<file path="src/hw/tcp_params.svh">
`ifndef TCP_PARAMS_SVH
`define TCP_PARAMS_SVH

// Field widths
`define TCP_PORT_W 16
`define TCP_SEQ_W 32
`define TCP_LEN_W 16

// Cycles an open or close may take before it is abandoned
`define TCP_CONN_TIMEOUT 3000

// Outgoing segment queue
`define TCP_SEG_QUEUE_DEPTH 4
`define TCP_TX_CREDITS 2 // Granted by the transmit side after reset

// Header constants for outgoing segments
`define TCP_WINDOW 1000
`define TCP_TTL 64

`endif
</file>
<file path="src/hw/tcp_pkg.sv">
`include "tcp_params.svh"

package tcp_pkg;

  // Flag bits in header order
  typedef struct packed {
    logic urg;
    logic ack;
    logic psh;
    logic rst;
    logic syn;
    logic fin;
  } tcp_flags_t;

  // Same six bits seen as single flags or as one code
  typedef union packed {
    tcp_flags_t bits;
    logic [5:0] raw;
  } tcp_flags_u;

  localparam logic [5:0] tcp_flag_fin = 6'b00_0001;
  localparam logic [5:0] tcp_flag_syn = 6'b00_0010;
  localparam logic [5:0] tcp_flag_rst = 6'b00_0100;
  localparam logic [5:0] tcp_flag_ack = 6'b01_0000;

  typedef struct packed {
    logic [31:0]            rem_ip;   // Source on receive, destination on transmit
    logic [`TCP_PORT_W-1:0] src_port;
    logic [`TCP_PORT_W-1:0] dst_port;
    logic [`TCP_SEQ_W-1:0]  seq;
    logic [`TCP_SEQ_W-1:0]  ack;
    tcp_flags_u             flags;
    logic [`TCP_LEN_W-1:0]  len;      // Payload bytes
    logic [15:0]            wnd;
    logic [15:0]            ip_id;
    logic [7:0]             ttl;
  } tcp_seg_t;

  // User control, held as levels
  typedef struct packed {
    logic                   connect;
    logic                   listen;
    logic [`TCP_PORT_W-1:0] loc_port;
    logic [31:0]            rem_ip;
    logic [`TCP_PORT_W-1:0] rem_port;
  } tcp_ctl_t;

  typedef enum logic [2:0] {
    tcp_closed,
    tcp_listening,
    tcp_connecting,
    tcp_connected,
    tcp_disconnecting
  } tcp_status_t;

  typedef struct packed {
    logic     syn;
    logic     syn_ack;
    logic     ack;
    logic     fin;
    logic     rst;
    logic     data;
    tcp_seg_t seg;
  } tcp_events_t;

  typedef enum logic [2:0] {
    kind_syn,
    kind_syn_ack,
    kind_ack,
    kind_fin_ack,
    kind_rst_ack
  } tcp_seg_kind_t;

endpackage

</file>
<file path="src/hw/tcp_conn_top.sv">
`timescale 1ns/1ns
`include "tcp_params.svh"

module tcp_conn_top (
  input  logic                  clk,
  input  logic                  rst,
  input  logic [31:0]           loc_ip,
  input  tcp_pkg::tcp_ctl_t     ctl,
  input  logic                  rx_valid,
  input  tcp_pkg::tcp_seg_t     rx_seg,
  input  logic                  tx_credit,
  output logic                  tx_valid,
  output tcp_pkg::tcp_seg_t     tx_seg,
  output tcp_pkg::tcp_status_t  status,
  output logic [`TCP_SEQ_W-1:0] rem_seq,
  output logic [`TCP_SEQ_W-1:0] loc_seq
);

  tcp_pkg::tcp_events_t   ev;
  tcp_pkg::tcp_seg_kind_t req_kind;
  logic [31:0]            isn;
  logic [15:0]            ip_id;
  logic [`TCP_SEQ_W-1:0]  req_seq;
  logic [`TCP_SEQ_W-1:0]  req_ack;
  logic [`TCP_PORT_W-1:0] conn_loc_port;
  logic [`TCP_PORT_W-1:0] conn_rem_port;
  logic [31:0]            rem_ip;
  logic                   req_valid;
  logic                   req_accept;
  logic                   sent;

  tcp_rx_classify rx_classify_inst (
    .clk           (clk),
    .rst           (rst),
    .rx_valid      (rx_valid),
    .rx_seg        (rx_seg),
    .listen_port   (ctl.loc_port),
    .conn_loc_port (conn_loc_port),
    .conn_rem_port (conn_rem_port),
    .ev            (ev)
  );

  tcp_isn_lfsr isn_lfsr_inst (
    .clk   (clk),
    .rst   (rst),
    .isn   (isn),
    .ip_id (ip_id)
  );

  tcp_conn_fsm conn_fsm_inst (
    .clk           (clk),
    .rst           (rst),
    .ctl           (ctl),
    .ev            (ev),
    .isn           (isn),
    .status        (status),
    .conn_loc_port (conn_loc_port),
    .conn_rem_port (conn_rem_port),
    .req_valid     (req_valid),
    .req_kind      (req_kind),
    .req_seq       (req_seq),
    .req_ack       (req_ack),
    .req_accept    (req_accept),
    .sent          (sent),
    .rem_seq       (rem_seq),
    .loc_seq       (loc_seq),
    .rem_ip        (rem_ip)
  );

  tcp_seg_queue seg_queue_inst (
    .clk           (clk),
    .rst           (rst),
    .loc_ip        (loc_ip),
    .rem_ip        (rem_ip),
    .conn_loc_port (conn_loc_port),
    .conn_rem_port (conn_rem_port),
    .ip_id         (ip_id),
    .req_valid     (req_valid),
    .req_kind      (req_kind),
    .req_seq       (req_seq),
    .req_ack       (req_ack),
    .req_accept    (req_accept),
    .sent          (sent),
    .tx_credit     (tx_credit),
    .tx_valid      (tx_valid),
    .tx_seg        (tx_seg)
  );

endmodule

</file>
<file path="src/hw/tcp_seg_queue.sv">
`timescale 1ns/1ns
`include "tcp_params.svh"

module tcp_seg_queue (
  input  logic                   clk,
  input  logic                   rst,
  input  logic [31:0]            loc_ip,
  input  logic [31:0]            rem_ip,
  input  logic [`TCP_PORT_W-1:0] conn_loc_port,
  input  logic [`TCP_PORT_W-1:0] conn_rem_port,
  input  logic [15:0]            ip_id,
  input  logic                   req_valid,
  input  tcp_pkg::tcp_seg_kind_t req_kind,
  input  logic [`TCP_SEQ_W-1:0]  req_seq,
  input  logic [`TCP_SEQ_W-1:0]  req_ack,
  output logic                   req_accept,
  output logic                   sent,
  input  logic                   tx_credit,
  output logic                   tx_valid,
  output tcp_pkg::tcp_seg_t      tx_seg
);

  localparam int depth = `TCP_SEG_QUEUE_DEPTH;
  localparam int ptr_w = $clog2(depth);
  localparam int cnt_w = $clog2(depth + 1);
  localparam int crd_w = 8;

  tcp_pkg::tcp_seg_t mem [depth];
  tcp_pkg::tcp_seg_t new_seg;
  logic [ptr_w-1:0]  wr_ptr;
  logic [ptr_w-1:0]  rd_ptr;
  logic [cnt_w-1:0]  count;
  logic [crd_w-1:0]  credits;
  logic              push;
  logic              pop;

  // Segment from the request
  always_comb begin
    new_seg.rem_ip   = rem_ip;
    new_seg.src_port = conn_loc_port;
    new_seg.dst_port = conn_rem_port;
    new_seg.seq      = req_seq;
    new_seg.ack      = req_ack;
    new_seg.len      = '0;
    new_seg.wnd      = 16'(`TCP_WINDOW);
    new_seg.ip_id    = ip_id ^ loc_ip[15:0]; // Salted per host
    new_seg.ttl      = 8'(`TCP_TTL);
    case (req_kind)
      tcp_pkg::kind_syn:     new_seg.flags.raw = tcp_pkg::tcp_flag_syn;
      tcp_pkg::kind_syn_ack: new_seg.flags.raw = tcp_pkg::tcp_flag_syn | tcp_pkg::tcp_flag_ack;
      tcp_pkg::kind_fin_ack: new_seg.flags.raw = tcp_pkg::tcp_flag_fin | tcp_pkg::tcp_flag_ack;
      tcp_pkg::kind_rst_ack: new_seg.flags.raw = tcp_pkg::tcp_flag_rst | tcp_pkg::tcp_flag_ack;
      default:               new_seg.flags.raw = tcp_pkg::tcp_flag_ack;
    endcase
  end

  // A held request is taken once, the cycle of its accept pulse is skipped
  assign push = req_valid && !req_accept && (count != cnt_w'(depth));
  assign pop  = (count != '0) && (credits != '0);
  assign sent = tx_valid;

  always_ff @(posedge clk) begin
    if (push) mem[wr_ptr] <= new_seg;
    if (pop)  tx_seg      <= mem[rd_ptr];
  end

  always_ff @(posedge clk) begin
    if (rst) begin
      wr_ptr     <= '0;
      rd_ptr     <= '0;
      count      <= '0;
      credits    <= crd_w'(`TCP_TX_CREDITS);
      req_accept <= 1'b0;
      tx_valid   <= 1'b0;
    end else begin
      req_accept <= push;
      tx_valid   <= pop;
      if (push) wr_ptr <= (wr_ptr == ptr_w'(depth - 1)) ? '0 : wr_ptr + 1'b1;
      if (pop)  rd_ptr <= (rd_ptr == ptr_w'(depth - 1)) ? '0 : rd_ptr + 1'b1;
      count   <= count + cnt_w'(push) - cnt_w'(pop);
      credits <= credits + crd_w'(tx_credit) - crd_w'(pop); // One spent per segment
    end
  end

endmodule

</file>
<file path="src/hw/tcp_conn_fsm.sv">
`timescale 1ns/1ns
`include "tcp_params.svh"

module tcp_conn_fsm (
  input  logic                    clk,
  input  logic                    rst,
  input  tcp_pkg::tcp_ctl_t       ctl,
  input  tcp_pkg::tcp_events_t    ev,
  input  logic [`TCP_SEQ_W-1:0]   isn,
  output tcp_pkg::tcp_status_t    status,
  output logic [`TCP_PORT_W-1:0]  conn_loc_port,
  output logic [`TCP_PORT_W-1:0]  conn_rem_port,
  output logic                    req_valid,
  output tcp_pkg::tcp_seg_kind_t  req_kind,
  output logic [`TCP_SEQ_W-1:0]   req_seq,
  output logic [`TCP_SEQ_W-1:0]   req_ack,
  input  logic                    req_accept,
  input  logic                    sent,
  output logic [`TCP_SEQ_W-1:0]   rem_seq,
  output logic [`TCP_SEQ_W-1:0]   loc_seq,
  output logic [31:0]             rem_ip
);

  localparam int tmr_w = $clog2(`TCP_CONN_TIMEOUT);

  typedef enum logic [3:0] {
    st_closed, st_listen,
    st_send_syn, st_syn_sent,
    st_send_syn_ack, st_syn_ack_sent,
    st_send_ack, st_established,
    st_send_fin, st_fin_sent,
    st_send_last_ack, st_last_ack_sent,
    st_send_rst
  } state_t;

  // Control block
  typedef struct packed {
    logic [31:0]            rem_ip;
    logic [`TCP_PORT_W-1:0] loc_port;
    logic [`TCP_PORT_W-1:0] rem_port;
    logic [`TCP_SEQ_W-1:0]  loc_seq;
    logic [`TCP_SEQ_W-1:0]  loc_ack;
    logic [`TCP_SEQ_W-1:0]  rem_seq; // Next sequence expected from the peer
    logic [`TCP_SEQ_W-1:0]  rem_ack;
  } tcb_t;

  state_t           state;
  tcb_t             tcb;
  logic             server;  // Opened by listen
  logic             passive; // Peer sent FIN first
  logic [tmr_w-1:0] tmr;
  logic             timed;
  logic             tmo;
  logic             usr_dcn;
  logic             conn_seg;

  assign timed = state inside {st_send_syn, st_syn_sent, st_send_syn_ack, st_syn_ack_sent,
                               st_send_fin, st_fin_sent, st_send_last_ack,
                               st_last_ack_sent, st_send_rst};
  assign tmo      = timed && (tmr == tmr_w'(`TCP_CONN_TIMEOUT - 1));
  assign usr_dcn  = server ? !ctl.listen : !ctl.connect;
  assign conn_seg = ev.ack || ev.fin || ev.rst || ev.data;

  // One counter serves both open and close
  always_ff @(posedge clk) begin
    if (rst || !timed) tmr <= '0;
    else               tmr <= tmr + 1'b1;
  end

  always_ff @(posedge clk) begin
    if (rst || tmo) begin
      state   <= st_closed;
      tcb     <= '0;
      server  <= 1'b0;
      passive <= 1'b0;
    end else begin
      case (state)
        st_closed: begin
          passive <= 1'b0;
          if (ctl.listen) begin
            server <= 1'b1;
            state  <= st_listen;
          end else if (ctl.connect) begin
            server       <= 1'b0;
            tcb.rem_ip   <= ctl.rem_ip;
            tcb.loc_port <= ctl.loc_port;
            tcb.rem_port <= ctl.rem_port;
            tcb.loc_seq  <= isn;
            state        <= st_send_syn;
          end
        end
        ////////////////////
        // Active open
        st_send_syn: if (req_accept) state <= st_syn_sent;
        st_syn_sent: begin
          if (ev.syn_ack && ev.seg.src_port == tcb.rem_port) begin
            tcb.loc_seq <= tcb.loc_seq + 1'b1; // SYN uses one number
            tcb.loc_ack <= ev.seg.seq + 1'b1;
            tcb.rem_seq <= ev.seg.seq + 1'b1;
            tcb.rem_ack <= ev.seg.ack;
            state       <= st_send_ack;
          end
        end
        ////////////////////
        // Passive open
        st_listen: begin
          if (!ctl.listen) begin
            state <= st_closed;
          end else if (ev.syn) begin
            tcb.rem_ip   <= ev.seg.rem_ip;
            tcb.loc_port <= ctl.loc_port;
            tcb.rem_port <= ev.seg.src_port;
            tcb.loc_seq  <= isn;
            tcb.loc_ack  <= ev.seg.seq + 1'b1;
            tcb.rem_seq  <= ev.seg.seq;
            tcb.rem_ack  <= ev.seg.ack;
            state        <= st_send_syn_ack;
          end
        end
        st_send_syn_ack: if (req_accept) state <= st_syn_ack_sent;
        st_syn_ack_sent: begin
          if (ev.ack && ev.seg.seq == tcb.rem_seq + 1'b1) begin
            tcb.loc_seq <= tcb.loc_seq + 1'b1;
            tcb.rem_seq <= ev.seg.seq;
            tcb.rem_ack <= ev.seg.ack;
            state       <= st_established;
          end
        end
        ////////////////////
        // Established
        st_send_ack: if (req_accept) state <= st_established; // Handshake or data ACK
        st_established: begin
          if (conn_seg) begin
            tcb.rem_seq <= ev.seg.seq + ev.seg.len;
            tcb.rem_ack <= ev.seg.ack;
          end
          if (usr_dcn) begin
            state <= st_send_fin;
          end else if (ev.rst) begin
            state <= st_send_rst;
          end else if (ev.fin) begin
            passive     <= 1'b1;
            tcb.loc_ack <= ev.seg.seq + 1'b1;
            state       <= st_send_last_ack;
          end else if (ev.data) begin
            tcb.loc_ack <= ev.seg.seq + ev.seg.len;
            state       <= st_send_ack;
          end
        end
        ////////////////////
        // Closing
        st_send_fin: begin
          if (req_accept) begin
            tcb.loc_seq <= tcb.loc_seq + 1'b1; // FIN uses one number
            state       <= st_fin_sent;
          end
        end
        st_fin_sent: begin
          if (conn_seg) tcb.rem_ack <= ev.seg.ack;
          if (passive) begin
            // Peer ACK of our FIN ends a passive close
            if (ev.ack && ev.seg.ack == tcb.loc_seq) begin
              tcb   <= '0;
              state <= st_closed;
            end
          end else if (ev.fin && (ev.seg.ack == tcb.loc_seq || tcb.rem_ack == tcb.loc_seq)) begin
            tcb.loc_ack <= ev.seg.seq + 1'b1;
            state       <= st_send_last_ack;
          end
        end
        st_send_last_ack: if (req_accept) state <= st_last_ack_sent;
        st_last_ack_sent: begin
          if (sent) begin
            if (passive) begin
              state <= st_send_fin; // Our own FIN follows the ACK
            end else begin
              tcb   <= '0;
              state <= st_closed;
            end
          end
        end
        st_send_rst: begin
          if (req_accept) begin
            tcb   <= '0;
            state <= st_closed;
          end
        end
        default: state <= st_closed;
      endcase
    end
  end

  always_comb begin
    case (state)
      st_closed:      status = tcp_pkg::tcp_closed;
      st_listen:      status = tcp_pkg::tcp_listening;
      st_send_ack,
      st_established: status = tcp_pkg::tcp_connected;
      st_send_fin,
      st_fin_sent,
      st_send_last_ack,
      st_last_ack_sent,
      st_send_rst:    status = tcp_pkg::tcp_disconnecting;
      default:        status = tcp_pkg::tcp_connecting;
    endcase
  end

  ////////////////////
  // Segment requests
  assign req_valid = state inside {st_send_syn, st_send_syn_ack, st_send_ack, st_send_fin,
                                   st_send_last_ack, st_send_rst};

  always_comb begin
    case (state)
      st_send_syn:     req_kind = tcp_pkg::kind_syn;
      st_send_syn_ack: req_kind = tcp_pkg::kind_syn_ack;
      st_send_fin:     req_kind = tcp_pkg::kind_fin_ack;
      st_send_rst:     req_kind = tcp_pkg::kind_rst_ack;
      default:         req_kind = tcp_pkg::kind_ack;
    endcase
  end

  assign req_seq       = tcb.loc_seq;
  assign req_ack       = tcb.loc_ack; // Still zero while the SYN is out
  assign rem_seq       = tcb.rem_seq;
  assign loc_seq       = tcb.loc_seq;
  assign rem_ip        = tcb.rem_ip;
  assign conn_loc_port = tcb.loc_port;
  assign conn_rem_port = tcb.rem_port;

endmodule

</file>
<file path="src/hw/tcp_rx_classify.sv">
`timescale 1ns/1ns
`include "tcp_params.svh"

module tcp_rx_classify (
  input  logic                   clk,
  input  logic                   rst,
  input  logic                   rx_valid,
  input  tcp_pkg::tcp_seg_t      rx_seg,
  input  logic [`TCP_PORT_W-1:0] listen_port,
  input  logic [`TCP_PORT_W-1:0] conn_loc_port,
  input  logic [`TCP_PORT_W-1:0] conn_rem_port,
  output tcp_pkg::tcp_events_t   ev
);

  logic loc_hit;  // Addressed to the port in user control
  logic conn_hit; // Belongs to the current connection

  assign loc_hit  = rx_valid && (rx_seg.dst_port == listen_port);
  assign conn_hit = rx_valid && (rx_seg.src_port == conn_rem_port) &&
                    (rx_seg.dst_port == conn_loc_port);

  always_ff @(posedge clk) begin
    if (rst) begin
      ev.syn     <= 1'b0;
      ev.syn_ack <= 1'b0;
      ev.ack     <= 1'b0;
      ev.fin     <= 1'b0;
      ev.rst     <= 1'b0;
      ev.data    <= 1'b0;
    end else begin
      // Only a bare SYN opens a passive connection
      ev.syn     <= loc_hit && (rx_seg.flags.raw == tcp_pkg::tcp_flag_syn);
      ev.syn_ack <= loc_hit && rx_seg.flags.bits.syn && rx_seg.flags.bits.ack;
      ev.ack     <= conn_hit && rx_seg.flags.bits.ack;
      ev.fin     <= conn_hit && rx_seg.flags.bits.fin;
      ev.rst     <= conn_hit && rx_seg.flags.bits.rst;
      ev.data    <= conn_hit && (rx_seg.len != '0);
    end
    if (rx_valid) ev.seg <= rx_seg; // Held until the next arrival
  end

endmodule

</file>
<file path="src/hw/tcp_isn_lfsr.sv">
`timescale 1ns/1ns

module tcp_isn_lfsr (
  input  logic        clk,
  input  logic        rst,
  output logic [31:0] isn,
  output logic [15:0] ip_id
);

  localparam logic [31:0] poly = 32'h8020_0003; // Taps 32, 22, 2, 1
  localparam logic [31:0] seed = 32'h1d87_2b41;

  logic [31:0] state;

  // Galois form, one step per clock
  always_ff @(posedge clk) begin
    if (rst) state <= seed;
    else     state <= (state >> 1) ^ (state[0] ? poly : 32'h0);
  end

  assign isn   = state;
  assign ip_id = state[15:0];

endmodule

</file>
<file path="config.mk">
export PLATFORM = sky130hd
export DESIGN_NAME = tcp_conn_top
export DESIGN_NICKNAME = d
export VERILOG_FILES = /design/src/hw/tcp_pkg.sv /design/src/hw/tcp_conn_top.sv /design/src/hw/tcp_seg_queue.sv /design/src/hw/tcp_conn_fsm.sv /design/src/hw/tcp_rx_classify.sv /design/src/hw/tcp_isn_lfsr.sv
export VERILOG_INCLUDE_DIRS = /design/src /design/src/hw
export SDC_FILE = /design/constraint.sdc
export NUM_CORES = 1
export LEC_CHECK = 0
export ABC_AREA = 0
export BUFFER_PORTS_ARGS = -buffer_cell sky130_fd_sc_hd__buf_2
export CAP_MARGIN = 15
export CORE_AREA = 2 2 297 299
export CTS_BUF_LIST = sky130_fd_sc_hd__clkbuf_2 sky130_fd_sc_hd__clkbuf_4 sky130_fd_sc_hd__clkbuf_8
export DETAILED_ROUTE_END_ITERATION = 6
export DIE_AREA = 0 0 299 301
export HOLD_SLACK_MARGIN = 0.02
export PLACE_DENSITY_LB_ADDON = 0.1
export SYNTH_ARGS = -nofsm -noshare
export SYNTH_HDL_FRONTEND = slang
export SYNTH_SLANG_ARGS = --single-unit
</file>
<file path="constraint.sdc">
create_clock -name clk -period 34 [get_ports clk]
set_input_delay 6.8 -clock clk [delete_from_list [all_inputs] [get_ports clk]]
set_output_delay 6.8 -clock clk [all_outputs]
set_load 0.005 [all_outputs]
</file>
# [Word-level counts from Yosys, hierarchy flattened]
# Memories as Yosys holds them, arrays and structs flattened. A register that Yosys moved wholly into a read port is not among the register bits.
# Cells that the tools add are included.
[classes] n_bitwise=2 eq_ne=53 muxes=64 n_reduce_logical=49 addsub=11
[op_table] op="2-to-1 mux 192 bit" count=6
[op_table] op="case mux 64 bit (7 select lines)" count=1
[op_table] op="2-to-1 mux 32 bit" count=10
[op_table] op="case mux 64 bit (5 select lines)" count=1
[op_table] op="2-to-1 mux 96 bit" count=3
[op_table] op="case mux 32 bit (8 select lines)" count=1
[op_table] op="2-to-1 mux 64 bit" count=3
[op_table] op="case mux 32 bit (6 select lines)" count=1
[op_table] op="2-to-1 mux 128 bit" count=1
[op_table] op="adder 32 x 1 -> 32 bit (second input constant)" count=3
[op_table] op="== test 32 bit" count=3
[op_table] op="2-to-1 mux 4 bit" count=23
[op_table] op="== test 16 bit" count=4
[op_table] op="case mux 4 bit (13 select lines)" count=1
[op_table] op="adder 32 x 16 -> 32 bit" count=1
[op_table] op="XOR 31 x 32 -> 32 bit" count=1
[op_table] op="!= test 2 bit (second input constant)" count=11
[op_table] op="== test 4 bit (second input constant)" count=5
[op_table] op="case mux 5 bit (4 select lines)" count=1
[op_table] op="logical AND 1 bit" count=18
[op_table] op="!= test 2 x 1 -> 1 bit (second input constant)" count=9
[op_table] op="== test 4 x 3 -> 1 bit (second input constant)" count=4
[op_table] op="nonzero test 16 bit" count=1
[op_table] op="nonzero test 8 bit" count=2
[op_table] op="other kinds (40)" count=65
[word_totals] register_bits=439 mem_count=2 ram_bits=596 word_cells=214 output_inout_bits=258 rom_bits=48 in_bits=292
[memory_table] name="seg_queue_inst.mem" depth=4 width=149 rd=1 rd_ports_with_merged_regs=1 wr=1 line="tcp_seg_queue.sv:28" source="tcp_pkg::tcp_seg_t mem [depth];"
[memory_table] name="(no name shown)" depth=16 width=3 rd=1 rd_ports_with_merged_regs=1 wr=0 line="tcp_conn_fsm.sv:194" source="case (state)"

# [Logic depth before layout (Yosys ltp)]
[logic_depth] depth_word=8 depth_mapped=16 mapped_depth_nobuf=16

# [Cells and area by module]
# Synthesis repeated with hierarchy kept, for this count alone.
[hier_totals] cells_unflattened=3555 area_unflattened_um2=50573.5
[by_module_without_submodules] module="tcp_seg_queue" seq_area_each_um2=22561.6 area_each_um2=27370.0 instances=1 cells_per_inst=1109
[by_module_without_submodules] module="tcp_conn_fsm" seq_area_each_um2=4264.1 area_each_um2=15731.3 instances=1 cells_per_inst=2078
[by_module_without_submodules] module="tcp_rx_classify" seq_area_each_um2=5825.6 area_each_um2=6459.9 instances=1 cells_per_inst=282
[by_module_without_submodules] module="tcp_isn_lfsr" seq_area_each_um2=640.6 area_each_um2=1012.2 instances=1 cells_per_inst=86

# [Worst setup path before layout]
# No wires, ideal clock.
[synth_timing] kind="reg2reg" startpoint="register seg_queue_inst.credits[6]" endpoint="register seg_queue_inst.credits[6]" stages_incl_launch_ff=17 required_ns=33.872 n_path_buf=0 slack_ns=22.689 t_arrival_ns=11.183 setup_ns=0.128 path_cell_list="dfxtp_1 inv_1 ha_1 a41oi_1 ha_1 inv_1 ha_1 inv_1 fa_1 inv_1 a21oi_1 o21bai_1 a21oi_1 nor2_1 nor2_1 xor2_1 nor2_1"
[synth_via] elab_chain_cells=3 word_cells_on_any_way=4
[synth_rtl] element="start: declaration" line="tcp_seg_queue.sv:33" source="logic [crd_w-1:0] credits;"
[synth_rtl] element="start signal: assignment" line="tcp_seg_queue.sv:72" source="credits <= crd_w'(`TCP_TX_CREDITS);"
[synth_rtl] element="start signal: assignment" line="tcp_seg_queue.sv:81" source="credits <= credits + crd_w'(tx_credit) - crd_w'(pop);"
[synth_rtl] element="nonzero test 8 bit" line="tcp_seg_queue.sv:59" source="assign pop = (count != '0) && (credits != '0);"
[synth_rtl] element="logical AND 1 bit" line="tcp_seg_queue.sv:59"
[synth_rtl] element="net seg_queue_inst.pop" line="tcp_seg_queue.sv:35" source="logic pop;"
[synth_rtl] element="subtractor 8 x 1 -> 8 bit" line="tcp_seg_queue.sv:81"
# The timed path passes the listed nets, and every way through them passes these cells.
# A chain may end at the register's enable or synchronous reset.

# [Worst setup path after layout]
[layout_timing] startpoint="input rst" endpoint="register conn_fsm_inst.tcb, in the netlist conn_fsm_inst.req_ack[25]"
[layout_via] elab_chain_cells=1
[layout_rtl] element="start: declaration" line="tcp_conn_top.sv:6" source="input logic rst,"
[layout_rtl] element="logical OR 1 bit" line="tcp_conn_fsm.sv:71" source="if (rst || tmo) begin"
[layout_rtl] element="end: declaration" line="tcp_conn_fsm.sv:48" source="tcb_t tcb;"
# Every way passes these cells.

==> results.ini <==
[run_status]
status=finished, final reports clean

[timing]
finalCriticalPeriod_ns=9.13
max_clock_freq_ghz=0.110
hold_viol=0
holdWs_ns=0.444
worst_slack_ns=24.87
fin_setup_tns_ns=0
fin_crit_sh_pct=26.8
grt_setup_unrepaired=false
setup_viol=0
worst_pin_slew_ns=1.20
max_slew_margin_pct=19.7
clock-skew-final_ns=0.0474
drv_slew=0

[synth]
synthCells=3310
async_flop_share_pct=0
ys_seq_area_share_pct=66.6
synth.area.top_cells=edfxtp_1 55%, dfxtp_1 11%, mux4_2 7.1%
synth-warning-count=0
synth_edf_count=868
synthesis.area_mm2=0.0472
synth_area_per_cell_um2=14.3
synth_flop_cell=edfxtp_1
synth_top_area_cell=edfxtp_1
synth_top_area_share_pct=55.2
synth_seq_cells=1136
yosysUniqueCellTypes=77

[hold_path]
min-delay-start=isn_lfsr_inst.isn[17]$_SDFF_PP1_
hold_class=flip-flop to flip-flop

[floorplanning]
row_count=108
core-area_mm2=0.0865
design.die.area_mm2=0.0900
fp.dieH_um=301
start_util_pct=54.6
die_x_um=299
io_pins=550

[global_route]
track_usage_pct=26.5
grt_max_degree=107
grt_pass1_wl_mm=180
grt_overflow=0
grt_antenna_before_repair=3
grt_pass1_vias=29400

[worst_setup_path]
critical-path-max-stage-delay_ns=0.80
crit_type=input pin to flip-flop
rrSetupSlack_ns=29.09
startpoint=rst
cpMaxStageDelayCell=buf_4
path_max_fanout=74
crit_family=buffers and inverters
cp_common_cell=buf_4
cp-end-kind=flip-flop
path_buf_inv=4
reg2reg_from=conn_fsm_inst.state[3]$_SDFFE_PP0N_
cp.arrival_ns=9.84
crit_path_start_kind=input pin
worst-endpoint-required_ns=34.72
crit_chain=buf_2 -> buf_4 -> a41o_4 -> buf_4 -> buf_4 -> a211oi_1 -> a32o_1

[clock_network]
cts_tree=yes
cts_setup_buffers=0
cts_buffers=182
clk_latency_ns=0.86
ctsHoldBuffers=0
clockRootBuffer=clkbuf_8
clkTransAtPathRegs_ns=0.06
cts_sinks=1136
cts_max_path_buffers=3
post_cts_resized=0
h-tree-depth=4

[layout]
syn2layout_area_growth_pct=14.0
drive_above_1_share_pct=26.3
seq_area_mm2=0.0314
multiInputGateArea_mm2=0.0143
nNetsFinal=4051
final_cells=5031
fillers=6657

[detailed_routing]
first_pass_iters=6
via_per_inst=5.92
initialDrtViolationCount=2703
wirelength_mm=121
drc=0
wl_per_cell_um=24.0
final_antenna_net_count=0
dr_total_vias=29800

[power]
swShare_pct=31.4
power.total_uw=4480
internal_power_uw=3070
ir_drop_v=0.0000526
p_switching_uw=1410
p_seq_share_pct=48.6
power.density_mw_per_mm2=83.1
clockPowerShare_pct=26.8
p_leak_uw=0.0191
p_comb_share_pct=24.6

[job]
max_cap_viol_count=0

[placement]
gp_congestion=0.949
io_buffer_count=451
hpwl_mm=79.0
dp.cells=4689
place_ws_ns=24.08

==> cells in the mapped netlist, types with 5 or more instances <==
cell type and instances:
a211oi_1 33, and2_1 13, o2111ai_1 5, nand3_1 125, inv_1 40, nor2_1 214, mux2i_1 25, and4_1 12
nor4_1 29, edfxtp_1 868, nor3b_1 6, o21a_1 10, buf_1 25, nor2b_1 34, nand4_1 51, a311oi_1 71
mux4_2 148, xor2_1 67, nand2_1 193, clkbuf_1 174, or2_2 24, a221oi_1 17, o211ai_1 16, a21oi_1 122
ha_1 38, o21bai_1 7, a41oi_1 10, xnor2_1 185, and3_1 27, nand2b_1 15, o22ai_1 15, nor3_1 40
a31oi_1 14, o21ai_0 86, nand3b_1 5, a22oi_1 17, o211a_1 5, a22o_1 34, a21o_1 8, or3_1 14
buf_4 107, buf_2 13, a32o_1 11, dfxtp_1 268
==> registers in the layout (all words and copies together) (netlist names), 3 cells and up <==
name,flops
conn_fsm_inst.rem_seq,32
conn_fsm_inst.state,4
seg_queue_inst.mem,592
conn_fsm_inst.tcb,32
conn_fsm_inst.conn_loc_port,16
conn_fsm_inst.req_ack,32
rx_classify_inst.ev,134
conn_fsm_inst.rem_ip,32
seg_queue_inst.tx_seg,148
isn_lfsr_inst.isn,32
conn_fsm_inst.loc_seq,32
conn_fsm_inst.conn_rem_port,16
conn_fsm_inst.tmr,12
conn_fsm_inst.status,3
seg_queue_inst.count,3
seg_queue_inst.credits,8
==> power by group through the flow <==
| stage | Sequential [uW] | Combinational, uW | Clock (uW) |
|---|---|---|---|
| 2_1_floorplan | 2150 | 760 | 0 |
| 5_1_grt | 2210 | 1200 | 1290 |
| 4_1_cts | 2180 | 1120 | 1230 |
| 6_report | 2170 | 1100 | 1200 |
| 3_3_place_gp | 2180 | 1090 | 0 |
| 3_5_place_dp | 2200 | 1110 | 0 |
==> layout make-up <==
cell class / count / share of cell area [%]
flip-flops and latches: 1136 / 58.4
multi-input cells: 1855 / 26.6
clock buffers: 284 / 6.39
repair buffers: 503 / 4.95
well taps: 1155 / 2.68
clock inverters: 54 / 0.709
inverters: 40 / 0.279
diodes: 4 / 0.0186
==> per-stage QoR <==
| step | instance area [um^2] | utilization (%) |
|---|---|---|
| CTS | 53800 | 62.2 |
| floorplan | 47400 | - |
| global placement | 50000 | 57.8 |
| finish | 53800 | 62.3 |
| detailed placement | 50000 | 57.8 |
| global route | 53800 | 62.3 |
==> layer usage <==
layer | part of all wire, % | GRT usage, %
met1 | 43 | 37.4
met2 | 47 | 41.8
met3 | 7.1 | 5.23
met4 | 2.6 | 8.67
met5 | 0.0058 | 0
==> cell usage in the layout, fill, tap and decap left out, types with 15 or more instances in the layout <==
master | netlist | layout
edfxtp_1 | 868 | 868
buf_2 | 13 | 450
dfxtp_1 | 268 | 266
nor2_1 | 214 | 210
clkbuf_8 | 0 | 209
nand2_1 | 193 | 192
xnor2_1 | 185 | 185
mux4_2 | 148 | 148
nand3_1 | 125 | 125
a21oi_1 | 122 | 121
o21ai_0 | 86 | 85
clkbuf_4 | 0 | 75
a311oi_1 | 71 | 71
xor2_1 | 67 | 67
nand4_1 | 51 | 51
buf_4 | 107 | 51
conb_1 | 2 | 42
nor3_1 | 40 | 40
inv_1 | 40 | 40
ha_1 | 38 | 38
nor2b_1 | 34 | 34
a22o_1 | 34 | 34
a211oi_1 | 33 | 33
nor4_1 | 29 | 28
and3_1 | 27 | 27
mux2i_1 | 25 | 25
clkinv_1 | 0 | 25
or2_2 | 24 | 24
a22oi_1 | 17 | 17
a221oi_1 | 17 | 17
clkinv_2 | 0 | 17
o211ai_1 | 16 | 16
nand2b_1 | 15 | 15
==> worst reg2reg max path: cells and delay by family (launching register included) <==
| family | cells | cell delay (ns) |
|---|---|---|
| buffers and inverters | 2 | 1.65 |
| flip-flops | 1 | 1.02 |
| AND/OR/NAND/NOR | 1 | 0.73 |
| AO/OA/AOI/OAI | 2 | 1.05 |
==> logic make-up (layout without fill, tap and decap cells) <==
| group | Yosys count | after routing | synth area share [%] |
|---|---|---|---|
| mux | 174 | 174 | 7.61 |
| other cells | 2 | 46 | 0.0159 |
| xor+xnor | 252 | 252 | 4.67 |
| buf+inv | 359 | 881 | 3.74 |
| compound gates | 530 | 530 | 7.89 |
| simple gates | 816 | 816 | 8.38 |
| flops | 1136 | 1136 | 66.6 |
| fa+ha+maj | 41 | 41 | 1.13 |
==> final timing paths <==
kind                                       endpoint  cells after the start
max          conn_fsm_inst.req_ack[25]$_SDFFE_PP0P_                      7
min                isn_lfsr_inst.isn[16]$_SDFF_PP1_                      1
max reg2reg    seg_queue_inst.mem[1][142]$_DFFE_PP_                      5
min reg2reg        isn_lfsr_inst.isn[16]$_SDFF_PP1_                      1
Note: power is estimated with default switching activity, not from simulation.
